===== src/verilog/uartReceiver.sv =====
//------------------------------
// UART receiver
// 8N1 serial line to byte strobes
//------------------------------
`timescale 1ns/100ps
`default_nettype none

module uartReceiver #(
    parameter int clkDiv = 868          // System clocks per bit
)(
    input  wire        sysClk,
    input  wire        reset,
    input  wire        uartRx,          // Idle high line
    output logic [7:0] rxByte,
    output logic       rxStrobe         // One cycle per received byte
);

    localparam int cntWidth = $clog2(clkDiv);

    typedef enum logic [1:0] {
        rxIdle,
        rxStart,
        rxData,
        rxStop
    } uartState;

    uartState            state;
    logic [1:0]          rxSync;        // Metastability guard
    logic [cntWidth-1:0] bitTimer;      // Counts down to next sample point
    logic [2:0]          bitIndex;
    logic                timerDone;

    assign timerDone = bitTimer == '0;

    //------------------------------
    // Bit timing and framing
    //------------------------------
    always_ff @(posedge sysClk)
    begin
        if (reset)
        begin
            state    <= rxIdle;
            rxSync   <= 2'b11;
            bitTimer <= '0;
            bitIndex <= '0;
            rxStrobe <= 1'b0;
        end
        else
        begin
            rxSync   <= {rxSync[0], uartRx};
            rxStrobe <= 1'b0;
            if (!timerDone)
                bitTimer <= bitTimer - 1'b1;
            case (state)
                rxIdle:
                    if (!rxSync[1])                     // Falling edge of start bit
                    begin
                        bitTimer <= cntWidth'(clkDiv / 2 - 1);
                        state    <= rxStart;
                    end
                rxStart:
                    if (timerDone)
                    begin
                        bitTimer <= cntWidth'(clkDiv - 1);
                        bitIndex <= '0;
                        state    <= rxSync[1] ? rxIdle : rxData; // Glitch check
                    end
                rxData:
                    if (timerDone)
                    begin
                        bitTimer <= cntWidth'(clkDiv - 1);
                        bitIndex <= bitIndex + 1'b1;
                        if (bitIndex == 3'd7)
                            state <= rxStop;
                    end
                rxStop:
                    if (timerDone)
                    begin
                        rxStrobe <= rxSync[1];          // Framing error drops the byte
                        state    <= rxIdle;
                    end
                default: state <= rxIdle;
            endcase
        end
    end

    // LSB arrives first, shift in from the top
    always_ff @(posedge sysClk)
    begin
        if (state == rxData && timerDone)
            rxByte <= {rxSync[1], rxByte[7:1]};
    end

endmodule

`default_nettype wire


===== config.mk =====
export PLATFORM = sky130hd
export DESIGN_NAME = uartReceiver
export DESIGN_NICKNAME = d
export VERILOG_FILES = /design/src/verilog/uartReceiver.sv
export SDC_FILE = /design/constraint.sdc
export NUM_CORES = 1
export LEC_CHECK = 0
export BUFFER_PORTS_ARGS = -buffer_cell sky130_fd_sc_hd__buf_4
export CAP_MARGIN = 20
export CORE_ASPECT_RATIO = 1.25
export CORE_MARGIN = 1
export CORE_UTILIZATION = 51
export CTS_CLUSTER_DIAMETER = 60
export DETAILED_ROUTE_END_ITERATION = 6
export GPL_TIMING_DRIVEN = 0
export PLACE_DENSITY_LB_ADDON = 0.15
export SKIP_CTS_REPAIR_TIMING = 1
export SYNTH_ARGS = -nofsm -noshare
export SYNTH_HDL_FRONTEND = slang
export SYNTH_SLANG_ARGS = --single-unit

===== constraint.sdc =====
create_clock -name sysClk -period 1.9 [get_ports sysClk]
set_input_delay 0.19 -clock sysClk [delete_from_list [all_inputs] [get_ports sysClk]]
set_output_delay 0.19 -clock sysClk [all_outputs]
set_load 0.03 [all_outputs]

# ---- Yosys cells after proc, flatten, opt, wreduce, memory -nomap -nowiden
# Cells that the tools add are included.
dict set report classes {
  mux 14
  n_eq_ne 9
  addsub 2
  n_bitwise 2
  n_reduce_logical 8
}
# cell count
set op_table {}
lappend op_table {{2-to-1 mux 10 bit} 3}
lappend op_table {{one-hot mux 10 bit (2 select lines)} 1}
lappend op_table {{2-to-1 mux 2 bit} 6}
lappend op_table {{zero test 10 bit} 1}
lappend op_table {{inequality test 2 bit (second input constant)} 5}
lappend op_table {{subtractor 10 x 1 -> 10 bit (second input constant)} 1}
lappend op_table {{one-hot mux 2 bit (4 select lines)} 1}
lappend op_table {{2-to-1 mux 3 bit} 2}
lappend op_table {{one-hot mux 3 bit (2 select lines)} 1}
lappend op_table {{AND reduction 5 bit} 1}
lappend op_table {{equality test 2 bit (second input constant)} 2}
lappend op_table {{adder 3 x 1 -> 3 bit (second input constant)} 1}
lappend op_table {{equality test 3 bit (second input constant)} 1}
lappend op_table {{AND reduction 3 bit} 1}
lappend op_table {{OR reduction 3 bit} 1}
lappend op_table {{equality test 2 x 1 -> 1 bit (second input constant)} 1}
lappend op_table {{zero test 2 bit} 1}
lappend op_table {{inverter 1 bit} 2}
lappend op_table {{nonzero test 2 bit} 1}
lappend op_table {{OR reduction 2 bit} 1}
lappend op_table {{logical AND 1 bit} 1}
dict set report totals {
  out_inout_bits 9
  regBits 26
  wordCells 41
  input_bits 3
}

# ---- Logic depth before layout (Yosys ltp)
dict set report depth {
  ltp_word 4
  ltp_mapped 10
  ltp_nobuf 10
}

# ---- Worst setup path before layout
# No wires, ideal clock.
dict set report synth_path {
  path_kind {reg2reg}
  start {register bitTimer[0]}
  end {register bitTimer[0]}
  arrival_ns 1.770
  synth_period_minus_slack_ns 1.855
  path_stages_with_launch 11
  setup_time_ns 0.086
  setup_slack_ns 0.045
  path_cell_list {dfxtp_1 inv_1 ha_1 nor4b_2 and3_4 inv_2 ha_1 nand2b_1 a21oi_1 nor2_1 a211oi_1}
}
dict set report synth_via {
  elab_chain_cells 4
  word_cells_on_any_way 6
  cone_classes {add/sub: 1; mux: 4; reduce/logical: 1}
}
# item line
set synth_rtl {}
lappend synth_rtl {{from (decl)} 29} ;# logic [cntWidth-1:0] bitTimer;
lappend synth_rtl {{from (signal assigned)} 53} ;# bitTimer <= bitTimer - 1'b1;
lappend synth_rtl {{from (signal assigned)} 58} ;# bitTimer <= cntWidth'(clkDiv / 2 - 1);
lappend synth_rtl {{from (signal assigned)} 64} ;# bitTimer <= cntWidth'(clkDiv - 1);
lappend synth_rtl {{subtractor 10 x 1 -> 10 bit / zero test 10 bit (equally long branches)} {53, 33}}
lappend synth_rtl {{2-to-1 mux 10 bit} 52} ;# if (!timerDone)
lappend synth_rtl {{2-to-1 mux 10 bit (on tied branches)} {62, 69, 56}}
lappend synth_rtl {{one-hot mux 10 bit (2 select lines) (*)} 54} ;# case (state)
# Mark *: on every way between the ends. The rest lies on a longest branch, timed or not.
# A chain may end at the register's enable or synchronous reset.

# ---- Worst setup path in the final report
# Ends and elaborated chain as after synthesis.

==> flow_summary.toml <==
[status]
status = "finished, final reports clean"

[final_layout]
syn2layout_area_growth_pct = 18.2
multi_input_area_sq_um = 642
drive_above_1_share_pct = 30.4
num_antenna_cells = 0
n_fill_cell = 192
nets = 151
final_core_util_pct = 66.1
layoutNonFillerInstCount = 169
ff_latch_area_sq_um = 607

[critical_path]
start_kind = "register"
r2r-end = "bitTimer[0]$_SDFF_PP0_"
criticalPathCategory = "reg -> reg"
r2r_cells = 10
r2r_start = "bitTimer[0]$_SDFF_PP0_"
worst_setup_path_end_kind = "register"
cp_max_fo = 9
arrival_ps = 2090
cp.required_ps = 2130
r2r_slack_ps = 50

[synth]
synth_cell_types = 41
avgSynthCellArea_sq_um = 10.5
yosysTopAreaCellShare_pct = 28.5
synth_top_family_by_area = "simple AND/OR/NAND/NOR gates"
yosysSeqAreaShare_pct = 47.6
synth_most_common_cell = "dfxtp_1"
synth_common_cells = "dfxtp_1, ha_1, edfxtp_1, a21oi_1, o21ai_0"
syn_nets = 132
yosys-top-cells-area = "dfxtp_1, edfxtp_1, ha_1, a21oi_1, o21ai_0"
ys.warnings.count = 0
synth_flop_cell = "dfxtp_1"
synthXorXnorAreaFrac_pct = 2.08
yosysTopAreaCell = "dfxtp_1"
async_flop_share_pct = 0
synth_seq_cells = 26
synth-simple-area-share_pct = 19.9
synth-compound-area-share_pct = 17.1
synth_area_sq_um = 1260
synth_edf_count = 8
synthMuxAreaShare_pct = 0.793
syn_inst = 120
synthAdderAreaFrac_pct = 8.92

[global_routing]
grt_pass1_vias = 948
grt_use_total_pct = 20.7
grt_antenna_before_repair = 0
grt_max_degree = 16
grt_pass1_wl_um = 4120
grt-ovfl-total = 0

[floorplan]
die_area_sq_um = 2680
pin_count = 12
die_x_um = 46.5
core_sq_um = 2260
die_h_um = 57.6
start_util_pct = 55.9
rows = 19

[pwr]
power_density_nw_per_um2 = 1400
ir_drop_uv = 1000
p_leak_uw = 0.000582

[clocking]
htreeDepth = 1
clock_path_buffers = 2
cts_tree = "yes"
clkTransAtPathRegs_ps = 140
clock-sinks = 26
cts-root-buf = "clkbuf_4"
numCtsBuffers = 3
clock_latency_ps = 320

[detailed_routing]
ant_nets = 0
route.detailed.drc = 0
wl_per_cell_um = 13.9
vias_per_cell = 5.54
vias = 937
drt_pre_antenna_iters = 4
totalWireLength_um = 2360
drt_iter0_drc = 9

[timing]
tightest_slew_ps = 453
finClkSkew_ps = 6.94
setup_viol = 0
hold_ws_ps = 50.0
max_freq_mhz = 540
min_period_over_period_pct = 97.4
hold_viol_final = 0
timing.final.crit_period_ps = 1850
slew_viol_final = 0
max-slew-margin-rel_pct = 69.8
rsz0062_at_grt = "yes"

[place]
dp_hpwl_um = 1770
place.gp.congestion = 0.841
dp.cells = 162
io_buffers = 11

[flow_run]
drv_cap = 0

[hold_path]
hold_path.class = "in -> reg"
whs_endpoint = "rxSync[0]$_SDFF_PP1_"
hp-start = "uartRx"
whs_path_depth = 2
==> critical path, cell delays in order (launching register included) <==
cell and delay [ps]:
dfxtp_4 380, inv_2 70, ha_4 150, nor4b_4 220, and3_4 250, inv_4 60, ha_1 170, nand2b_1 150
a21oi_1 130, nor2_1 50, a211oi_1 150
==> power by group <==
part / internal, uW / switching [uW]
clock network: 213 / 163
registers: 665 / 135
logic: 457 / 454
total: 1330 / 752
==> cell families after synthesis <==
family | after synthesis
compound gates | 32
mux | 1
flops | 26
xor+xnor | 3
buf+inv | 10
fa+ha+maj | 9
simple gates | 39
==> worst max path at each step <==
stage               slack (ps)                   start                endpoint
floorplan                   40  bitTimer[0]$_SDFF_PP0_  bitTimer[0]$_SDFF_PP0_
global placement          -160  bitTimer[0]$_SDFF_PP0_  bitTimer[0]$_SDFF_PP0_
detailed placement        -170  bitTimer[0]$_SDFF_PP0_  bitTimer[0]$_SDFF_PP0_
CTS                       -230  bitTimer[0]$_SDFF_PP0_  bitTimer[0]$_SDFF_PP0_
global route              -110  bitTimer[0]$_SDFF_PP0_  bitTimer[0]$_SDFF_PP0_
finish                      50  bitTimer[0]$_SDFF_PP0_  bitTimer[0]$_SDFF_PP0_
==> cells in the final DEF, fill, tap and decap left out, drive strengths merged, types with 2 or more instances in the layout <==
master  instances
dfxtp          18
buf            15
o21ai           9
ha              9
edfxtp          8
a21oi           7
nor2            7
inv             7
nand2           6
or2             5
nor3            5
clkbuf          5
a211oi          4
nand2b          3
nand3           3
xor2            2
or3b            2
o31ai           2
a31oi           2
and3            2
==> stage by stage <==
stage	setup slack, ps	power, uW	TNS (ps)	instance area [sq um]
final	48.7	2090	0	1490
after global routing	-106	2250	-243	1490
after CTS	-226	1950	-1630	1440
after detailed placement	-175	1580	-1390	1380
after global placement	-162	1540	-845	1380
after floorplan	44.8	1420	0	1260
==> metal layers <==
metal / part of all wire [%] / up-vias / GRT usage [%]
li1: - / 477 / -
met1: 42 / 435 / 26.8
met2: 53 / 21 / 33.5
met3: 3.3 / 4 / 2.80
met4: 1.5 / 0 / 8.82
met5: 0 / - / 0
==> registers in the layout, summed over array words and instances (netlist names), named ones only <==
name      flops
bitIndex      3
bitTimer     10
rxByte        8
rxStrobe      1
rxSync        2
state         1
==> cell type report <==
class	instances	share of cell area [%]
Buffer	3	1.26
Clock buffer	3	1.51
Clock inverter	1	2.01
Inverter	7	1.93
Multi-Input combinational cell	84	43.0
Sequential cell	26	40.7
Tap cell	31	2.60
Timing Repair Buffer	14	7.04
(Power assumes the default switching activity.)
