## src/verilog/processerPkg.sv

```systemverilog
//------------------------------
// Processer shared definitions
// Pixel width, command opcodes, parser states
//------------------------------
`default_nettype none

package processerPkg;

    // RGB888 pixel, red in the top byte
    localparam int pixelWidth = 24;

    // First byte of every 4-byte host command
    typedef enum logic [7:0] {
        cmdStop    = 8'h00,     // Halt once current frame is out
        cmdSolid   = 8'h01,     // Whole frame in one colour
        cmdBars    = 8'h02,     // Eight vertical bars, colour bytes unused
        cmdChecker = 8'h03      // 8x8 tiles, colour and its inverse
    } commandOp;

    // Parser to generator mode, same encoding as the opcode
    typedef commandOp pictureMode;

    // Command parser FSM
    typedef enum logic [1:0] {
        waitOp,                 // Expecting opcode byte
        waitRed,
        waitGreen,
        waitBlue                // Last byte, fires update
    } parserState;

endpackage

`default_nettype wire

```

## src/verilog/pixelStreamIf.sv

```systemverilog
//------------------------------
// Pixel stream bus
// Valid/ready pixels with frame-start flag
//------------------------------
`timescale 1ns/100ps
`default_nettype none

interface pixelStreamIf;
    import processerPkg::*;

    logic [pixelWidth-1:0] pixel;   // RGB payload
    logic                  first;   // First pixel of a frame
    logic                  valid;
    logic                  ready;   // FIFO not full

    // Generator side
    modport source (
        output pixel,
        output first,
        output valid,
        input  ready
    );

    // FIFO side
    modport sink (
        input  pixel,
        input  first,
        input  valid,
        output ready
    );

endinterface

`default_nettype wire

```

## src/verilog/patternGenerator.sv

```systemverilog
//------------------------------
// Pattern generator
// Scans a frame, emits test picture pixels
//------------------------------
`timescale 1ns/100ps
`default_nettype none

module patternGenerator #(
    parameter int hDisplay = 640,
    parameter int vDisplay = 480
)(
    input  wire                                sysClk,
    input  wire                                reset,
    input  wire processerPkg::pictureMode      mode,
    input  wire [processerPkg::pixelWidth-1:0] color,
    input  wire                                update,
    pixelStreamIf.source                       pixelOut
);
    import processerPkg::*;

    localparam int xWidth   = $clog2(hDisplay);
    localparam int yWidth   = $clog2(vDisplay);
    localparam int barWidth = hDisplay / 8;
    localparam int barBits  = $clog2(barWidth + 1);

    pictureMode            pendMode;    // Last command seen
    pictureMode            actMode;     // Mode of the frame in flight
    pictureMode            nextMode;
    logic [pixelWidth-1:0] pendColor;
    logic [pixelWidth-1:0] actColor;
    logic [pixelWidth-1:0] nextColor;
    logic                  running;
    logic [xWidth-1:0]     x;
    logic [xWidth-1:0]     xTile;
    logic [yWidth-1:0]     y;
    logic [yWidth-1:0]     yTile;
    logic [barBits-1:0]    barPos;      // Position inside current bar
    logic [2:0]            barIdx;
    logic                  transfer;
    logic                  lineEnd;
    logic                  frameEnd;
    logic                  boundary;

    assign transfer  = pixelOut.valid && pixelOut.ready;
    assign lineEnd   = x == xWidth'(hDisplay - 1);
    assign frameEnd  = lineEnd && y == yWidth'(vDisplay - 1);
    assign boundary  = !running || (transfer && frameEnd);   // Safe point to switch
    assign nextMode  = update ? mode : pendMode;             // Same-cycle command wins
    assign nextColor = update ? color : pendColor;

    //------------------------------
    // Setting latch and scan
    //------------------------------
    always_ff @(posedge sysClk)
    begin
        if (reset)
        begin
            pendMode <= cmdStop;
            actMode  <= cmdStop;
            running  <= 1'b0;
            x        <= '0;
            y        <= '0;
            barPos   <= '0;
            barIdx   <= '0;
        end
        else
        begin
            if (update)
                pendMode <= mode;
            if (boundary)
            begin
                actMode <= nextMode;
                running <= nextMode != cmdStop;         // Stop idles the stream
            end
            if (transfer)
            begin
                if (lineEnd)
                begin
                    x      <= '0;
                    y      <= frameEnd ? '0 : y + 1'b1;
                    barPos <= '0;
                    barIdx <= '0;
                end
                else
                begin
                    x <= x + 1'b1;
                    if (barPos == barBits'(barWidth - 1))
                    begin
                        barPos <= '0;
                        barIdx <= barIdx + 1'b1;
                    end
                    else
                        barPos <= barPos + 1'b1;
                end
            end
        end
    end

    // Colour registers
    always_ff @(posedge sysClk)
    begin
        if (update)
            pendColor <= color;
        if (boundary)
            actColor <= nextColor;
    end

    assign xTile = x >> 3;     // 8x8 tile coordinates
    assign yTile = y >> 3;

    always_comb
    begin
        case (actMode)
            cmdSolid:   pixelOut.pixel = actColor;
            cmdBars:    pixelOut.pixel = {{8{barIdx[2]}}, {8{barIdx[1]}}, {8{barIdx[0]}}};
            cmdChecker: pixelOut.pixel = (xTile[0] ^ yTile[0]) ? ~actColor : actColor;
            default:    pixelOut.pixel = '0;
        endcase
    end

    assign pixelOut.valid = running;
    assign pixelOut.first = running && x == '0 && y == '0;

    // Stalled pixel must wait unchanged
    holdStable: assert property (@(posedge sysClk) disable iff (reset)
        pixelOut.valid && !pixelOut.ready |=>
            pixelOut.valid && $stable(pixelOut.pixel) && $stable(pixelOut.first));

endmodule

`default_nettype wire

```

## src/flat_wrapper.sv

```systemverilog
// flat-port wrapper written by rule: the top's interface ports become plain ports
module patternGenerator_flat import processerPkg::*;
#(
    parameter int hDisplay = 640,
    parameter int vDisplay = 480
)
  (sysClk, reset, mode, color, update, pixelOut_pixel, pixelOut_first, pixelOut_valid, pixelOut_ready);
  pixelStreamIf pixelOut_i ();
  input  wire sysClk;
  input  wire reset;
  input  wire processerPkg::pictureMode mode;
  input  wire [processerPkg::pixelWidth-1:0] color;
  input  wire update;
  output wire logic [$bits(pixelOut_i.pixel)-1:0] pixelOut_pixel;
  output wire logic [$bits(pixelOut_i.first)-1:0] pixelOut_first;
  output wire logic [$bits(pixelOut_i.valid)-1:0] pixelOut_valid;
  input wire logic [$bits(pixelOut_i.ready)-1:0] pixelOut_ready;
  assign pixelOut_pixel = pixelOut_i.pixel;
  assign pixelOut_first = pixelOut_i.first;
  assign pixelOut_valid = pixelOut_i.valid;
  assign pixelOut_i.ready = pixelOut_ready;
  patternGenerator #(.hDisplay(hDisplay), .vDisplay(vDisplay)) u_core (.sysClk(sysClk), .reset(reset), .mode(mode), .color(color), .update(update), .pixelOut(pixelOut_i));
endmodule
```

## config.mk

```make
export PLATFORM = sky130hd
export DESIGN_NAME = patternGenerator_flat
export DESIGN_NICKNAME = d
export VERILOG_FILES = /design/src/verilog/processerPkg.sv /design/src/verilog/pixelStreamIf.sv /design/src/verilog/patternGenerator.sv /design/src/flat_wrapper.sv
export SDC_FILE = /design/constraint.sdc
export NUM_CORES = 1
export LEC_CHECK = 0
export BUFFER_PORTS_ARGS = -buffer_cell sky130_fd_sc_hd__buf_4
export CORE_MARGIN = 2
export CORE_UTILIZATION = 55
export CTS_CLUSTER_DIAMETER = 60
export DETAILED_ROUTE_END_ITERATION = 10
export PLACE_DENSITY_LB_ADDON = 0.3
export SLEW_MARGIN = 20
export SYNTH_ARGS = -nofsm -noshare
export SYNTH_HDL_FRONTEND = slang
export SYNTH_SLANG_ARGS = --single-unit
```

## constraint.sdc

```tcl
create_clock -name sysClk -period 2.58 [get_ports sysClk]
set_input_delay 0.258 -clock sysClk [delete_from_list [all_inputs] [get_ports sysClk]]
set_output_delay 0.258 -clock sysClk [all_outputs]
set_load 0.02 [all_outputs]
```

# Word-level counts from Yosys, hierarchy flattened
# Cells that the tools add are included.
# word_totals
reg_bits,94
latch_bits,0
ram_bits,0
romBits,0
in_bits,36
output_inout_bits,26
mem_count,0
# op_classes
n_addsub,4
n_mul,0
div,0
n_lt_le_gt_ge,0
n_eq_ne,6
shifts,0
muxes,10
bitwise,2
reduce_logical,13
# op_table
op,n
24-bit one-hot mux with 3 select lines,1
24-bit two-way mux,2
24-bit NOT,1
"8-bit by 2-bit equality test with 1-bit output, second input constant",2
7-bit two-way mux,2
"10-bit by 1-bit adder with 10-bit output, second input constant",1
"10-bit equality test, second input constant",1
10-bit logical NOT,1
10-bit two-way mux,1
"9-bit by 1-bit adder with 9-bit output, second input constant",1
"9-bit equality test, second input constant",1
9-bit logical NOT,1
9-bit two-way mux,1
"8-bit by 1-bit equality test with 1-bit output, second input constant",1
8-bit two-way mux,1
8-bit nonzero test,1
"7-bit by 1-bit adder with 7-bit output, second input constant",1
"7-bit equality test, second input constant",1
3-bit two-way mux,2
1-bit logical AND,5
2-bit AND reduction,2
"3-bit by 1-bit adder with 3-bit output, second input constant",1
2-bit nonzero test,1
1-bit logical NOT,1
other kinds (2),2

# Logic depth before layout (Yosys ltp)
# depth
depth_word,4
ltp_mapped,7

# Worst setup path after synthesis
# OpenSTA, ideal clock, no wires.
# synth_timing
path_kind,reg2reg
startpoint,reg u_core.x[0]
endpoint,"reg u_core.actColor[0], enable pin"
setup_time_ns,0.381
t_arrival_ns,1.933
required_ns,2.199
slack_ns,0.267
path_stages_with_launch,6
path_cell_list,dfxtp_1 > ha_1 > nand3_2 > or4_1 > buf_2 > o21ai_4
# synth_via
elab_chain_len,4
# synth_lines
item,line,text
"start, declared",patternGenerator.sv:33,logic [xWidth-1:0] x;
"start signal, assigned",patternGenerator.sv:86,x <= x + 1'b1;
10-bit equality test,patternGenerator.sv:45,assign lineEnd = x == xWidth'(hDisplay - 1);
1-bit logical AND,patternGenerator.sv:46,assign frameEnd = lineEnd && y == yWidth'(vDisplay - 1);
1-bit logical AND,patternGenerator.sv:47,assign boundary = !running || (transfer && frameEnd);
1-bit logical OR,patternGenerator.sv:47,
named net u_core.boundary,patternGenerator.sv:42,logic boundary;
"end signal, assigned",patternGenerator.sv:105,actColor <= nextColor;
"end, declared",patternGenerator.sv:30,logic [pixelWidth-1:0] actColor;
# The timed path passes the listed nets, and every way through them passes these cells.
# A chain may end at the register's enable or synchronous reset.

# Final worst setup path
# layout_timing
startpoint,reg u_core.y[3]
endpoint,out pixelOut_pixel[5]
# layout_via
elab_chain_len,3
# layout_lines
item,line,text
"start, declared",patternGenerator.sv:35,logic [yWidth-1:0] y;
"start signal, assigned",patternGenerator.sv:80,y <= frameEnd ? '0 : y + 1'b1;
1-bit bitwise XOR,patternGenerator.sv:116,cmdChecker: pixelOut.pixel = (xTile[0] ^ yTile[0]) ? ~actColor : actColor;
24-bit two-way mux,patternGenerator.sv:116,
24-bit one-hot mux with 3 select lines,patternGenerator.sv:113,case (actMode)
"end, declared",flat_wrapper.sv:14,output wire logic [$bits(pixelOut_i.pixel)-1:0] pixelOut_pixel;
# No other way between the ends.

==> run_results.csv <==
group,metric,value,unit
route,routed-via-count,3025,
power,intPower,2.148,mW
floorplan,row_count,31,
power,p_sw,0.7143,mW
timing,slew_headroom,48.36,%
synth,yosys.area.top_type_share,34.03,%
cts,cts_setup_buffers,0,
cts,cts_htree_levels,3,
placed_design,place.port_buffers,61,
cells_and_area,layout_commonest_cell,"dfxtp_1",
timing,finalClockSkew,0.01025,ns
synth,yosys_most_used_dff,"dfxtp_1",
outcome,status,"completed",
cells_and_area,drive_gt1_share,26.29,%
setup_path,required,2.32,ns
timing,tns,0,ns
setup_path,critPathLaunchType,"register",
floorplan,io_pins,62,
timing,worst_pin_slew,0.7676,ns
synth,post-synth-top-area-cell,"dfxtp_1",
power,p_seq_share,57.8,%
cts,clk_latency,0.36,ns
placed_design,hpwl,5732,um
cts,clock_tree.root_cell,"clkbuf_8",
grt,grt_overflow,0,
timing,rsz0062_at_grt,"false",
route,drc,0,
synth,synth-async-reset-ratio,0,%
synth,synth_nets,426,
cts,hold_buffers,0,
cts,clkSinkCount,94,
power,netSwitchingFraction,24.96,%
setup_path,arrival,2.04,ns
job,maxCapViolations,0,
setup_path,crit_type,"register to primary output",
setup_path,critPathCaptureType,"primary output",
grt,grt_usage,20.77,%
grt,grt_pass1_wl,13750,um
power,pwr-share-clk,32.4,%
floorplan,start_util,56.77,%
floorplan,die_w,90.53,um
hold_path,hp-class,"input pin to register",
route,via_per_inst,5.561,
cells_and_area,num_antenna_cells,0,
floorplan,fp.dieArea,8195,sq um
placed_design,place_congestion,0.8465,
synth,syn_area_per_cell,10.72,sq um
cts,clkTransAtPathRegs,0.10,ns
grt,grt_pass1_vias,2968,
synth,synthesis.area,4118,sq um
synth,yosysSeqAreaShare,51.53,%
power,comb_power_share,9.8,%
synth,ys_types,50,
floorplan,die_h,90.53,um
cells_and_area,layout_common_cells,"70 x dfxtp_1, 67 x buf_4, 35 x xor2_1",
power,powerDensity,595.0,nW/um^2
cells_and_area,nets,482,
synth,synth_edf_count,24,
cells_and_area,nFillCells,612,
route,wl_per_cell,15.14,um
power,p_leak,1.851,nW
synth,syn_inst,384,
cells_and_area,syn2layout_area_growth,16.80,%
route,ant_nets,0,
timing,whs,0.1360,ns
timing,period_needed,2.295,ns
timing,timing.final.hold_violations,0,
synth,yosysWarningCount,0,
cts,clockBufferDepth,2,
synth,synth.area.top_cells,"dfxtp_1 34%, edfxtp_1 18%, xor2_1 7.4%, mux2_2 6.6%, o21ai_0 3.6%",
synth,ys_ff_latch,94,
route,drt_iter0_drc,172,
setup_path,path_max_fanout,24,
cts,post_cts_resized,0,
cts,cts_made_buffers,9,
route,drt_wl_total,8234,um
timing,finalCritPeriodShare,88.95,%
power,total_power,2.862,mW
cts,cts_tree,"done",
timing,drv_slew,0,
power,ir_drop,0.4147,mV
route,dr.pass1.iters,4,
floorplan,fp.coreArea,7253,sq um
grt,grt_max_degree,38,
timing,setup_viol,0,
timing,fmax,0.4358,GHz
grt,antenna_found_initial,0,
[kinds of logic (layout without fill, tap and decap cells)]
| group | after synthesis | in the layout | share of synthesized area, % |
|---|---|---|---|
| xor gates and xnor gates | 36 | 36 | 7.657 |
| adders and majority gates | 6 | 6 | 1.823 |
| and+or+nand+nor | 118 | 118 | 16.50 |
| buffers and inverters | 30 | 91 | 3.768 |
| muxes | 32 | 32 | 8.508 |
| DFF | 94 | 94 | 51.53 |
| AOI/OAI and AO/OA | 68 | 68 | 10.21 |
[synthesized netlist by cell type (2+ instances only)]
cell type   n
nor2_1     21
nand2_1    19
buf_1       3
nand3b_1    9
nand3_1    17
xor2_1     35
nor3_1      3
dfxtp_1    70
inv_1       8
mux2i_1     8
ha_1        6
buf_6       4
and4_1      4
or3_1       3
or4_1       7
a211o_1     2
and3_1      4
edfxtp_1   24
o31ai_1     4
nor4_1      7
nand4_1     5
nand4b_1    2
a21oi_1    17
buf_2       2
nor4b_1     2
o21ai_0    30
clkbuf_1   12
and2_1      2
mux2_2     24
or4b_1      2
nor2b_1     2
o2bb2ai_1   8
[metal layers]
layer	global-route usage (%)	wire (um)	share of wire, %
met2	35.95	4167	51
met1	26.28	3699	45
met5	0	0	0
met3	4.591	307	3.7
met4	5.385	59	0.72
[worst max-delay path: stages (launching register included)]
cell,delay [ns]
dfxtp_1,0.48
xor2_1,0.22
nand2_1,0.08
buf_4,0.25
xor2_1,0.18
o21ai_0,0.26
buf_4,0.20
[final cells by class]
class	count	area, sq um	area share (%)
sequential	94	2122	44.12
tap	99	123.9	2.575
clock inverter	6	52.55	1.093
inverter	8	30.03	0.6243
clock buffer	10	137.6	2.862
multi-input combinational	260	1841	38.27
timing repair buffer	67	503.0	10.46
[sequential cells by signal, indices dropped and copies added, names as in the netlist]
name	cells
u_core.actColor	24
u_core.pendColor	24
u_core.x	10
u_core.y	9
u_core.actMode	8
u_core.pendMode	8
u_core.barPos	7
u_core.barIdx	3
u_core.pixelOut.valid	1
[metrics by stage]
step                      setup WS (ns)  cell area (sq um)  std cells  utilization, %
after global routing            0.08311               4810        544           66.31
after detailed placement         0.4006               4619        528           63.69
after global placement           0.4550               4619        528           63.69
after CTS                        0.2564               4810        544           66.31
final                            0.2851               4810        544           66.31
after floorplan                  0.2666               4118        384               -
[path summary, 6_finish.rpt]
path	startpoint	endpoint	slack [ns]	cells past startpoint
worst max-delay path	u_core.y[3]$_SDFFE_PP0P_	pixelOut_pixel[5]	0.29	6
worst min-delay path	color[9]	u_core.pendColor[9]$_DFF_P_	0.14	2
worst max register to register	u_core.y[0]$_SDFFE_PP0P_	u_core.actColor[0]$_DFFE_PP_	0.38	5
worst min register to register	u_core.barPos[1]$_SDFFE_PP0P_	u_core.barPos[1]$_SDFFE_PP0P_	0.47	2
[power groups by stage]
stage          Combinational [mW]  Sequential, mW  Clock, mW
6_report                    0.281            1.65      0.927
5_1_grt                     0.309            1.66       1.00
4_1_cts                     0.284            1.65      0.934
3_5_place_dp                0.281            1.69          0
3_3_place_gp                0.272            1.68          0
2_1_floorplan               0.177            1.68          0
No activity file was read; power rests on OpenSTA's default activity.
