<file path="config.mk">
export PLATFORM = sky130hd
export DESIGN_NAME = commandParser
export DESIGN_NICKNAME = d
export VERILOG_FILES = /design/src/verilog/processerPkg.sv /design/src/verilog/commandParser.sv
export SDC_FILE = /design/constraint.sdc
export NUM_CORES = 1
export LEC_CHECK = 0
export ABC_AREA = 1
export BUFFER_PORTS_ARGS = -buffer_cell sky130_fd_sc_hd__buf_2
export CORE_AREA = 2 2 72 57
export CTS_BUF_LIST = sky130_fd_sc_hd__clkbuf_4 sky130_fd_sc_hd__clkbuf_8
export DETAILED_ROUTE_END_ITERATION = 6
export DIE_AREA = 0 0 74 59
export HOLD_SLACK_MARGIN = 0.05
export PLACE_DENSITY = 0.8
export SLEW_MARGIN = 20
export SYNTH_ARGS = -nofsm -noshare
export SYNTH_HDL_FRONTEND = slang
export SYNTH_SLANG_ARGS = --single-unit
</file>
<file path="constraint.sdc">
create_clock -name sysClk -period 2.3 [get_ports sysClk]
set_input_delay 0.115 -clock sysClk [delete_from_list [all_inputs] [get_ports sysClk]]
set_output_delay 0.115 -clock sysClk [all_outputs]
set_load 0.02 [all_outputs]
</file>
<file path="src/verilog/processerPkg.sv">
//------------------------------
// Processer shared definitions
// Pixel width, command opcodes, parser states
//------------------------------
`default_nettype none

package processerPkg;

    // RGB888 pixel, red in the top byte
    localparam int pixelWidth = 24;

    // First byte of every 4-byte host command
    typedef enum logic [7:0] {
        cmdStop    = 8'h00,     // Halt once current frame is out
        cmdSolid   = 8'h01,     // Whole frame in one colour
        cmdBars    = 8'h02,     // Eight vertical bars, colour bytes unused
        cmdChecker = 8'h03      // 8x8 tiles, colour and its inverse
    } commandOp;

    // Parser to generator mode, same encoding as the opcode
    typedef commandOp pictureMode;

    // Command parser FSM
    typedef enum logic [1:0] {
        waitOp,                 // Expecting opcode byte
        waitRed,
        waitGreen,
        waitBlue                // Last byte, fires update
    } parserState;

endpackage

`default_nettype wire

</file>
<file path="src/verilog/commandParser.sv">
//------------------------------
// Command parser
// Opcode plus RGB bytes into picture setting
//------------------------------
`timescale 1ns/100ps
`default_nettype none

module commandParser (
    input  wire                                 sysClk,
    input  wire                                 reset,
    input  wire  [7:0]                          rxByte,
    input  wire                                 rxStrobe,
    output processerPkg::pictureMode            mode,
    output logic [processerPkg::pixelWidth-1:0] color,
    output logic                                update     // Pulse after blue byte
);
    import processerPkg::*;

    parserState state;
    commandOp   opcode;     // Held until blue arrives
    logic [7:0] red;
    logic [7:0] green;
    logic       knownOp;

    // Only the four defined opcodes start a command
    always_comb
    begin
        case (rxByte)
            cmdStop, cmdSolid, cmdBars, cmdChecker: knownOp = 1'b1;
            default:                                knownOp = 1'b0;
        endcase
    end

    //------------------------------
    // Command FSM
    //------------------------------
    always_ff @(posedge sysClk)
    begin
        if (reset)
        begin
            state  <= waitOp;
            mode   <= cmdStop;
            update <= 1'b0;
        end
        else
        begin
            update <= 1'b0;
            if (rxStrobe)
            begin
                case (state)
                    waitOp:    if (knownOp) state <= waitRed;  // Junk stays here
                    waitRed:   state <= waitGreen;
                    waitGreen: state <= waitBlue;
                    waitBlue:
                    begin
                        state  <= waitOp;
                        mode   <= opcode;
                        update <= 1'b1;
                    end
                    default:   state <= waitOp;
                endcase
            end
        end
    end

    // Byte capture
    always_ff @(posedge sysClk)
    begin
        if (rxStrobe)
        begin
            case (state)
                waitOp:    opcode <= commandOp'(rxByte);
                waitRed:   red    <= rxByte;
                waitGreen: green  <= rxByte;
                waitBlue:  color  <= {red, green, rxByte};  // Lands with update
                default:   ;
            endcase
        end
    end

    // Commands are 4 bytes apart, so updates never touch
    updateSingle: assert property (@(posedge sysClk) disable iff (reset)
        update |=> !update);

endmodule

`default_nettype wire

</file>
* After elaboration in Yosys (flattened, before gate mapping) *
Index checks and enable logic that the tools add are counted.

operators by class
  eq/ne operators = 7
  muxes and demuxes = 4
  bitwise gates (word level) = 1
  reductions and logical operators = 9

operators with widths
  operator                                             number
  equality test 8 x 2 -> 1 bit, second input constant  2
  AND reduction 2 bit                                  5
  equality test 8 x 1 -> 1 bit, second input constant  1
  zero test 8 bit                                      1
  case mux 2 bit (4 select lines)                      1
  equality test 2 bit, second input constant           2
  OR reduction 4 bit                                   1
  equality test 2 x 1 -> 1 bit, second input constant  1
  zero test 2 bit                                      1
  2-to-1 mux 1 bit                                     2
  2-to-1 mux 2 bit                                     1
  != test 2 bit, second input constant                 1
  OR reduction 2 bit                                   1
  inverter 1 bit                                       1

storage, ports and cells
  bits in registers = 59
  input bits = 11
  output and inout port bits = 33
  word-level logic and storage cells = 28

* Logic depth before layout (Yosys ltp) *
Gate-level depths: netlist (run 1).

  depth in word-level cells = 5
  mapped depth = 6
  gate-level depth less buffers = 6

* Worst setup path before layout (run 1) *
Ideal clock, no wire load.

  kind = reg2reg
  from = reg state[0]
  to = reg opcode[0] (enable)
  library setup time = 0.324 ns
  arrival = 0.812 ns
  data required time = 1.976 ns
  path slack = 1.164 ns
  cell stages (with the launch flop) = 5
  clock period less this slack = 1.136 ns
  path through = dfxtp_1 inv_1 ha_1 nand2_1 inv_1

between the ends
  word-level cells in the longest chain between the ends = 2

RTL lines
  element                               RTL line             source
  from (decl)                           commandParser.sv:19  parserState state;
  from (signal assigned)                commandParser.sv:41  state <= waitOp;
  from (signal assigned)                commandParser.sv:51  waitOp: if (knownOp) state <= waitRed;
  from (signal assigned)                commandParser.sv:52  waitRed: state <= waitGreen;
  zero test 2 bit                       commandParser.sv:71  case (state)
  AND reduction 2 bit (no source line)  n/a
  to (signal assigned)                  commandParser.sv:72  waitOp: opcode <= commandOp'(rxByte);
  to (decl)                             commandParser.sv:20  commandOp opcode;

No other way between the ends.
A chain may end at the register's enable or synchronous reset.

* Worst setup path in the final report (run 1) *
  from = reg state[0]
  to = reg green[2] (enable)

between the ends
  word-level cells in the longest chain between the ends = 2

RTL lines
  element                               RTL line             source
  equality test 2 bit                   commandParser.sv:71
  AND reduction 2 bit (no source line)  n/a
  to (signal assigned)                  commandParser.sv:74  waitGreen: green <= rxByte;
  to (decl)                             commandParser.sv:22  logic [7:0] green;

No other way between the ends.

==> results.sh, run 1 <==
export IMPL_drt_iter0_drc=36
export IMPL_slew_limit_headroom_pct=74.7
export IMPL_tns_ps=0
export IMPL_syn_to_final_growth_pct=26.1
export IMPL_design_area_um2=2500
export IMPL_grt_max_degree=33
export IMPL_clockBufferDepth=2
export IMPL_yosysTopAreaCell="edfxtp_1"
export IMPL_setup_violations=0
export IMPL_coreArea_um2=3590
export IMPL_min_path_type="primary input to flip-flop"
export IMPL_drc=0
export IMPL_via_count=1119
export IMPL_place_congestion=0.658
export IMPL_p_switching_w=0.000432
export IMPL_grt_pass1_vias=1071
export IMPL_maxCapViolCount=0
export IMPL_max_freq_mhz=759
export IMPL_critPathLaunchType="flip-flop"
export IMPL_internal_power_w=0.00162
export IMPL_postCtsSetupBuffers=0
export IMPL_hold_violations=0
export IMPL_nets=194
export IMPL_place_hpwl_um=2080
export IMPL_combPwrFrac_pct=4.9
export IMPL_end_kind="flip-flop"
export IMPL_grt_overflow_total=0
export IMPL_vias_per_cell=4.76
export IMPL_switching_share_pct=21.0
export IMPL_ys_warn_count=0
export IMPL_leakage_nw=0.980
export IMPL_max_vdd_ir_drop_mv=0.626
export IMPL_slew_viol_final=0
export IMPL_initial_utilization_pct=55.2
export IMPL_cts_sinks=59
export IMPL_seqPwrFrac_pct=58.4
export IMPL_ys_seq_elements=59
export IMPL_worstSkewPairLatency_ps=330
export IMPL_place_inst=210
export IMPL_ys_seq_area_share_pct=83.8
export IMPL_final_cells=235
export IMPL_rsz0062_at_grt="false"
export IMPL_worstPathArrival_ps=1310
export IMPL_wirelength_um=3240
export IMPL_outcome="complete, no violations"
export IMPL_powerDensity_nw_per_um2=822
export IMPL_clkTransAtPathRegs_ps=60
export IMPL_chipHeight_um=59
export IMPL_num_antenna_cells=0
export IMPL_critPathMaxFanout=8
export IMPL_antenna_found_initial=0
export IMPL_required_ps=2290
export IMPL_placed_cell_area_um2=2250
export IMPL_clock_skew_ps=5.74
export IMPL_cts_tree="yes"
export IMPL_grt_usage_pct=16.8
export IMPL_synthCells=116
export IMPL_root_buffer="clkbuf_8"
export IMPL_synth_nets=132
export IMPL_post_drt_wl_per_cell_um=13.8
export IMPL_critical_path_class="flip-flop to flip-flop"
export IMPL_fp_row_count=19
export IMPL_clockPowerShare_pct=36.8
export IMPL_syn_avg_cell_area_um2=17.1
export IMPL_grt_first_pass_wirelength_um=4940
export IMPL_fp_dieW_um=74
export IMPL_die_area_um2=4370
export IMPL_htreeDepth=3
export IMPL_antenna_left=0
export IMPL_syn_area_um2=1980
export IMPL_port_buffers=43
export IMPL_first_pass_iters=5
export IMPL_ys_top_cells_by_area="edfxtp_1 (73%), dfxtp_1 (11%), nor2_1 (3.8%)"
export IMPL_ys_types=15
export IMPL_cts_buffers=9
export IMPL_post_route_period_util_pct=57.2
export IMPL_yosys_area_top_type_share_pct=72.7
export IMPL_ios=44
export IMPL_finalCriticalPeriod_ps=1320
export IMPL_drive_above_1_share_pct=33.3
export IMPL_worst_pin_slew_ps=379
-- registers in the layout, summed over array words and instances, names as in the netlist --
signal	cells
state	2
color	24
green	8
red	8
opcode	8
update	1
mode	8
-- final timing paths --
path                            startpoint         to  slack (ps)  cells after the start
worst max register to register    state[0]   green[2]         980                      4
worst min register to register    green[3]  color[11]         420                      0
worst min-delay path              rxStrobe     update         170                      3
worst max-delay path              state[0]   green[2]         980                      4
-- power by group through the flow --
stage / Sequential [W] / Clock [W] / Combinational, W
2_1_floorplan: 0.00122 / 0 / 0.0000519
3_3_place_gp: 0.00122 / 0 / 0.0000809
3_5_place_dp: 0.00122 / 0 / 0.0000892
4_1_cts: 0.00120 / 0.000768 / 0.000101
5_1_grt: 0.00120 / 0.000816 / 0.000113
6_report: 0.00120 / 0.000756 / 0.000101
-- repair_timing --
| item | 4_1_cts | 5_1_grt |
|---|---|---|
| resized for setup | 0 | 0 |
| endpoints found under the hold margin | 33 | 0 |
| hold buffers | 9 | 0 |
-- kinds of logic after synthesis --
family | synth area share, %
compound gates | 2.52
fa+ha+maj | 3.16
buf+inv | 2.72
flops | 83.8
simple gates | 7.77
-- cell usage after synthesis, drive strengths merged --
| master | n |
|---|---|
| clkinv | 1 |
| inv | 7 |
| ha | 5 |
| buf | 1 |
| edfxtp | 48 |
| nor2 | 23 |
| nand3 | 3 |
| nand2 | 7 |
| dfxtp | 11 |
| o21ai | 8 |
| a21oi | 2 |
-- layout by cell type, fill, tap and decap left out --
| cell type | n |
|---|---|
| clkbuf_8 | 9 |
| dfxtp_1 | 11 |
| clkbuf_4 | 2 |
| nand2_8 | 1 |
| nand2_2 | 1 |
| o21ai_0 | 5 |
| nor2_1 | 20 |
| clkinv_8 | 1 |
| clkinv_1 | 4 |
| dlygate4sd3_1 | 9 |
| inv_1 | 7 |
| nor2_2 | 3 |
| clkinv_2 | 1 |
| a21oi_1 | 2 |
| o21ai_1 | 3 |
| edfxtp_1 | 48 |
| buf_2 | 43 |
| nand2_1 | 5 |
| ha_1 | 5 |
| nand3_1 | 3 |
-- area by class of cell --
class / instances / area (um2)
multi-input combinational: 48 / 267
fill: 248 / 1090
sequential: 59 / 1660
clock buffer: 11 / 139
timing repair buffer: 52 / 305
inverter: 8 / 42.5
tap: 52 / 65.1
clock inverter: 5 / 20.0
-- metal layers --
metal  vias up  global-route usage (%)  share of wire, %
li1        532                       -                 -
met1       539                    21.0                45
met2        44                    25.1                46
met3         4                    9.52               8.1
met4         0                    5.71              0.80
met5         -                       0                 0
-- through the flow --
step	power, W	hold slack (ps)	util, %	worst slack, ps
after global routing	0.00213	178	69.6	903
after floorplan	0.00128	187	-	1160
after detailed placement	0.00131	297	62.7	971
after global placement	0.00130	302	62.7	1090
after CTS	0.00207	160	69.6	967
final	0.00206	170	69.6	983
-- critical path, cell delays in order (launching register included) --
cell and delay (ps):
dfxtp_1 340, inv_1 120, ha_1 190, nand2_1 60, inv_1 280
(Power assumes the default switching activity.)
==> run 2, diff against run 1 <==
--- a/config.mk
+++ b/config.mk
@@ -5,14 +5,14 @@
 export SDC_FILE = /design/constraint.sdc
 export NUM_CORES = 1
 export LEC_CHECK = 0
-export ABC_AREA = 1
+export ABC_AREA = 0
 export BUFFER_PORTS_ARGS = -buffer_cell sky130_fd_sc_hd__buf_2
-export CORE_AREA = 2 2 72 57
+export CORE_AREA = 2 2 76 60
 export CTS_BUF_LIST = sky130_fd_sc_hd__clkbuf_4 sky130_fd_sc_hd__clkbuf_8
 export DETAILED_ROUTE_END_ITERATION = 6
-export DIE_AREA = 0 0 74 59
+export DIE_AREA = 0 0 78 62
 export HOLD_SLACK_MARGIN = 0.05
-export PLACE_DENSITY = 0.8
+export PLACE_DENSITY = 0.75
 export SLEW_MARGIN = 20
 export SYNTH_ARGS = -nofsm -noshare
 export SYNTH_HDL_FRONTEND = slang
==> constraint.sdc (replaced) <==
create_clock -name sysClk -period 1.1 [get_ports sysClk]
set_input_delay 0.055 -clock sysClk [delete_from_list [all_inputs] [get_ports sysClk]]
set_output_delay 0.055 -clock sysClk [all_outputs]
set_load 0.02 [all_outputs]
==> run 2 against run 1 <==
The flow now finishes with violations (setup timing). Total power increased by 110%. Clock power increased by 140%. Fmax increased by 19%. Critical path depth decreased by 1. Core utilization decreased by 6.4 points. Register-to-register slack got worse by 990 ps. First-iteration DRC count increased by 58%. Area after synthesis decreased by 1.8%. Count of clock-buffer cells in the layout decreased by 1. Final cell count decreased by 0.85%. Non-clock buffer count increased by 2. Wire length increased by 2.7%. Critical endpoint is now green[5].
==> results.sh, run 2 <==
export IMPL_post_route_period_util_pct=101
export IMPL_routed_wl_met3_um=227
export IMPL_maxCapViolCount=0
export IMPL_critPathLaunchType="flip-flop"
export IMPL_powerDensity_nw_per_um2=1630
export IMPL_drt_met1_wl_um=1450
export IMPL_fp_row_count=21
export IMPL_wirelength_um=3330
export IMPL_chipHeight_um=62
export IMPL_slew_viol_final=0
export IMPL_combPwrFrac_pct=2.3
export IMPL_worstPathArrival_ps=1130
export IMPL_place_hpwl_um=2110
export IMPL_internal_power_w=0.00352
export IMPL_timing_rr_start="state[0]"
export IMPL_yosys_area_top_type_share_pct=74.1
export IMPL_pre_cts_slack_ps=-137
export IMPL_worstRegToRegCells=3
export IMPL_outcome="finished, violations left"
export IMPL_drive_above_1_share_pct=45.5
export IMPL_max_vdd_ir_drop_mv=1.10
export IMPL_grt_overflow_total=0
export IMPL_synth_edf_count=48
export IMPL_violations="setup timing"
export IMPL_leakage_nw=0.978
export IMPL_holdWs_ps=216
export IMPL_fp_dieW_um=78
export IMPL_grt_max_degree=17
export IMPL_hold_violations=0
export IMPL_ys_top_cells_by_area="edfxtp_1 (74%), dfxtp_1 (11%), ha_1 (3.2%)"
export IMPL_design_area_um2=2660
export IMPL_rsz0062_at_grt="true"
export IMPL_r2r_slack_ps=-10
export IMPL_grt_usage_pct=15.2
export IMPL_coreArea_um2=4200
export IMPL_grt_first_pass_wirelength_um=5020
export IMPL_num_antenna_cells=0
export IMPL_setup_ws_ps=-11.1
export IMPL_wl_met2_um=1640
export IMPL_required_ps=1120
export IMPL_clkTransAtPathRegs_ps=60
export IMPL_nFillCells=330
export IMPL_hold_depth=4
export IMPL_topRoutingLayerUsed="met4"
export IMPL_setup_violations=8
export IMPL_endpoint="green[5]"
export IMPL_critical_path_class="flip-flop to flip-flop"
export IMPL_grt_pass1_vias=1006
export IMPL_yosysTopAreaCell="edfxtp_1"
export IMPL_port_buffers=43
export IMPL_top_register="color"
export IMPL_synthFlopType="edfxtp_1"
export IMPL_worst_pin_slew_ps=309
export IMPL_min_from="rxStrobe"
export IMPL_clockBufferDepth=2
export IMPL_clockPowerShare_pct=41.9
export IMPL_root_buffer="clkbuf_8"
export IMPL_switching_share_pct=19.1
export IMPL_path_cells="inv_6, ha_4, and2_4"
export IMPL_syn_avg_cell_area_um2=18.2
export IMPL_end_kind="flip-flop"
export IMPL_r2r_end="green[5]"
export IMPL_max_freq_mhz=900
export IMPL_ios=44
export IMPL_clock_skew_ps=5.65
export IMPL_slowest_stage="dfxtp_4"
export IMPL_layout_common_cells="edfxtp_1 (48), buf_2 (43), nand2_1 (16)"
export IMPL_ys_seq_area_share_pct=85.4
export IMPL_synth_nets=123
export IMPL_nets=188
export IMPL_place_congestion=0.723
export IMPL_cts_buffers=9
export IMPL_synth_commonest_cells="edfxtp_1 (48), nand2_1 (16), dfxtp_1 (11), a21oi_1 (9), ha_1 (5)"
export IMPL_seq_area_um2=1670
export IMPL_largest_reg_flops=24
export IMPL_syn_area_um2=1950
export IMPL_worstSkewPairLatency_ps=320
export IMPL_seqPwrFrac_pct=55.8
export IMPL_startpoint="state[0]"
export IMPL_critPathMaxFanout=8
export IMPL_antenna_left=0
export IMPL_finalCriticalPeriod_ps=1110
export IMPL_final_common_cell="edfxtp_1"
export IMPL_min_path_type="primary input to flip-flop"
export IMPL_synthArstFlopShare_pct=0
export IMPL_ys_seq_elements=59
export IMPL_yosysMostFrequentCell="edfxtp_1"
export IMPL_first_pass_iters=4
export IMPL_ys_warn_count=0
export IMPL_cts_tree="yes"
export IMPL_placed_cell_area_um2=2270
export IMPL_multi_input_area_um2=358
export IMPL_p_switching_w=0.000832
export IMPL_initial_utilization_pct=46.3
export IMPL_ys_types=17
export IMPL_synthCells=107
export IMPL_drt_iter0_drc=57
export IMPL_vias_per_cell=4.64
export IMPL_cts_sinks=59
export IMPL_slew_limit_headroom_pct=79.2
export IMPL_drc=0
export IMPL_via_count=1082
export IMPL_antenna_found_initial=0
export IMPL_slowest_delay_ps=380
export IMPL_syn_to_final_growth_pct=36.7
export IMPL_die_area_um2=4840
export IMPL_htreeDepth=3
export IMPL_post_drt_wl_per_cell_um=14.3
run 2: timing repair:
| item | 4_1_cts | 5_1_grt |
|---|---|---|
| endpoints found under the hold margin | 35 | 0 |
| pin swaps | 5 | 3 |
| hold buffers | 9 | 0 |
| resized for setup | 22 | 5 |
| buffers inserted | 0 | 0 |
| gates cloned | 1 | 0 |
| endpoints found under the setup margin | 58 | 29 |
run 2: worst max-delay path, delay by kind of cell, from the launching register on:
kind          cells  cell delay, ps
flops             1             380
simple gates      1             210
fa+ha+maj         1             130
buf+inv           1              80
run 2: per-layer routing:
metal,track usage (%),vias up
li1,-,517
met1,18.0,522
met2,24.9,41
met3,6.65,2
met4,6.77,0
met5,0,-
run 2: logic make-up after synthesis:
kind of cell	synth area share (%)
fa+ha+maj	3.22
mux	1.03
buf+inv	0.771
simple gates	6.88
flops	85.4
compound gates	2.70
run 2: worst min path at each step:
stage	to	slack, ps
after floorplan	color[0]	150
after global placement	color[0]	290
after detailed placement	color[1]	290
after CTS	mode[7]	200
after global routing	mode[7]	230
final	mode[7]	220
run 2: per-stage QoR:
stage	TNS, ps	instances	total power (W)	util, %
final	-55.7	233	0.00435	63.3
after global routing	-611	233	0.00450	63.3
after CTS	-21.9	233	0.00439	62.7
after detailed placement	-3390	208	0.00255	53.9
after global placement	-178	208	0.00254	53.9
after floorplan	0	107	0.00250	-
run 2: layout make-up:
type / instances / area share [%]
inverter: 3 / 1.18
clock buffer: 10 / 4.94
timing repair buffer: 54 / 12.3
sequential: 59 / 62.7
clock inverter: 5 / 2.07
tap: 57 / 2.68
timing repair inverter: 1 / 0.611
multi-input combinational: 44 / 13.5
run 2: power by group through the flow:
stage               clock network [W]  registers, W   logic, W
floorplan                           0       0.00248  0.0000235
global placement                    0       0.00248  0.0000654
detailed placement                  0       0.00248  0.0000685
CTS                           0.00186       0.00243  0.0000969
global route                  0.00197       0.00243   0.000108
finish                        0.00182       0.00243  0.0000978
==> run 3, diff against run 2 <==
--- a/config.mk
+++ b/config.mk
@@ -13,6 +13,7 @@
 export DIE_AREA = 0 0 78 62
 export HOLD_SLACK_MARGIN = 0.05
 export PLACE_DENSITY = 0.75
+export RECOVER_POWER = 100
 export SLEW_MARGIN = 20
 export SYNTH_ARGS = -nofsm -noshare
 export SYNTH_HDL_FRONTEND = slang
==> run 3 against run 2 <==
The flow still finishes with violations (setup timing). Critical path depth increased by 2. Core utilization decreased by 1.4 points. Final area decreased by 2.2%. Critical path type is now primary input to flip-flop. Largest power group unchanged.
==> results.sh, run 3 (synthesis results as in run 2) <==
export IMPL_outcome="finished, violations left"
export IMPL_violations="setup timing"
export IMPL_place_congestion=0.723
export IMPL_chipHeight_um=62
export IMPL_tns_ps=-57.0
export IMPL_critPathLaunchType="primary input"
export IMPL_place_hpwl_um=2110
export IMPL_drc=0
export IMPL_leakage_nw=0.856
export IMPL_via_count=1078
export IMPL_place_inst=208
export IMPL_num_antenna_cells=0
export IMPL_htreeDepth=3
export IMPL_syn_to_final_growth_pct=33.8
export IMPL_rsz0062_at_grt="true"
export IMPL_clock_skew_ps=5.62
export IMPL_layout_common_cells="edfxtp_1 (48), clkbuf_1 (38), nand2_1 (16)"
export IMPL_critical_path_class="primary input to flip-flop"
export IMPL_grt_overflow_total=0
export IMPL_min_path_type="primary input to flip-flop"
export IMPL_grt_first_pass_wirelength_um=5020
export IMPL_max_vdd_ir_drop_mv=1.12
export IMPL_cts_sinks=59
export IMPL_nets=188
export IMPL_pre_cts_slack_ps=-137
export IMPL_grt_max_degree=17
export IMPL_p_switching_w=0.000832
export IMPL_post_drt_wl_per_cell_um=14.4
export IMPL_clkTransAtPathRegs_ps=60
export IMPL_post_route_period_util_pct=102
export IMPL_worst_pin_slew_ps=304
export IMPL_worstPathArrival_ps=1330
export IMPL_cts_tree="yes"
export IMPL_slew_limit_headroom_pct=79.6
export IMPL_worstSkewPairLatency_ps=320
export IMPL_maxCapViolCount=0
export IMPL_final_cells=233
export IMPL_powerDensity_nw_per_um2=1670
export IMPL_first_pass_iters=4
export IMPL_max_freq_mhz=892
export IMPL_port_buffers=43
export IMPL_antenna_found_initial=0
export IMPL_initial_utilization_pct=46.3
export IMPL_holdWs_ps=214
export IMPL_critPathMaxFanout=5
export IMPL_die_area_um2=4840
export IMPL_hold_violations=0
export IMPL_slew_viol_final=0
export IMPL_internal_power_w=0.00351
export IMPL_grt_pass1_vias=1006
export IMPL_end_kind="flip-flop"
export IMPL_drive_above_1_share_pct=23.9
export IMPL_clockPowerShare_pct=41.9
export IMPL_wirelength_um=3360
export IMPL_required_ps=1300
export IMPL_switching_share_pct=19.2
export IMPL_clockBufferDepth=2
export IMPL_seqPwrFrac_pct=55.9
export IMPL_grt_usage_pct=15.2
export IMPL_vias_per_cell=4.63
export IMPL_setup_ws_ps=-20.7
export IMPL_largest_reg_flops=24
export IMPL_fp_row_count=21
export IMPL_finalCriticalPeriod_ps=1120
export IMPL_coreArea_um2=4200
export IMPL_drt_iter0_drc=48
export IMPL_top_register="color"
export IMPL_final_common_cell="edfxtp_1"
export IMPL_combPwrFrac_pct=2.2
export IMPL_ios=44
export IMPL_fp_dieW_um=78
export IMPL_setup_violations=8
export IMPL_root_buffer="clkbuf_8"
export IMPL_antenna_left=0
export IMPL_cts_buffers=9
-- run 3: cell count changes in the layout (fill, tap and decap cells not counted), sizes merged --
cell | before | now
buf | 45 | 6
clkinv | 4 | 2
clkbuf | 10 | 49
inv | 2 | 4
-- run 3: what timing repair did --
action	CTS	global route
setup buffers	0	0
hold buffers	9	0
gates resized for setup	22	5
setup endpoints to repair	58	29
pin swaps	5	3
endpoints found under the hold margin	35	0
gates cloned	1	0
-- run 3: through the flow --
step           power, W  cell area [um2]  util, %
5_1_grt         0.00450             2600     61.9
3_3_place_gp    0.00254             2270     53.9
3_5_place_dp    0.00255             2270     53.9
2_1_floorplan   0.00250             1970        -
6_report        0.00434             2600     61.9
4_1_cts         0.00439             2640     62.7
-- run 3: final timing paths --
path | cells past startpoint | to | start | slack [ps]
setup reg to reg | 3 | green[5] | state[0] | -10
hold / removal | 4 | mode[7] | rxStrobe | 210
setup / recovery | 5 | state[0] | rxByte[4] | -20
hold reg to reg | 0 | color[13] | green[5] | 410
-- run 3: power by group through the flow --
stage / sequential [W] / clock (W) / combinational, W
6_report: 0.00243 / 0.00182 / 0.0000952
2_1_floorplan: 0.00248 / 0 / 0.0000235
3_3_place_gp: 0.00248 / 0 / 0.0000654
4_1_cts: 0.00243 / 0.00186 / 0.0000969
5_1_grt: 0.00243 / 0.00197 / 0.000105
3_5_place_dp: 0.00248 / 0 / 0.0000685
-- run 3: layout make-up --
cell class / count / area [um2]
multi-input combinational: 44 / 358
sequential: 59 / 1670
inverter: 3 / 26.3
tap: 57 / 71.3
fill: 342 / 1600
clock buffer: 10 / 131
timing repair inverter: 1 / 11.3
clock inverter: 5 / 55.1
timing repair buffer: 54 / 280
-- run 3: critical path, stage by stage --
cell and delay (ps):
dlygate4sd3_1 530, clkbuf_1 160, nor4b_2 330, a21oi_2 110
mux2i_1 130
-- run 3: layer usage --
| layer | routed length [um] | vias to the layer above | track usage (%) |
|---|---|---|---|
| met2 | 1620 | 39 | 24.9 |
| met5 | 0 | - | 0 |
| met3 | 231 | 2 | 6.65 |
| met1 | 1500 | 521 | 18.0 |
| li1 | - | 516 | - |
| met4 | 10 | 0 | 6.77 |
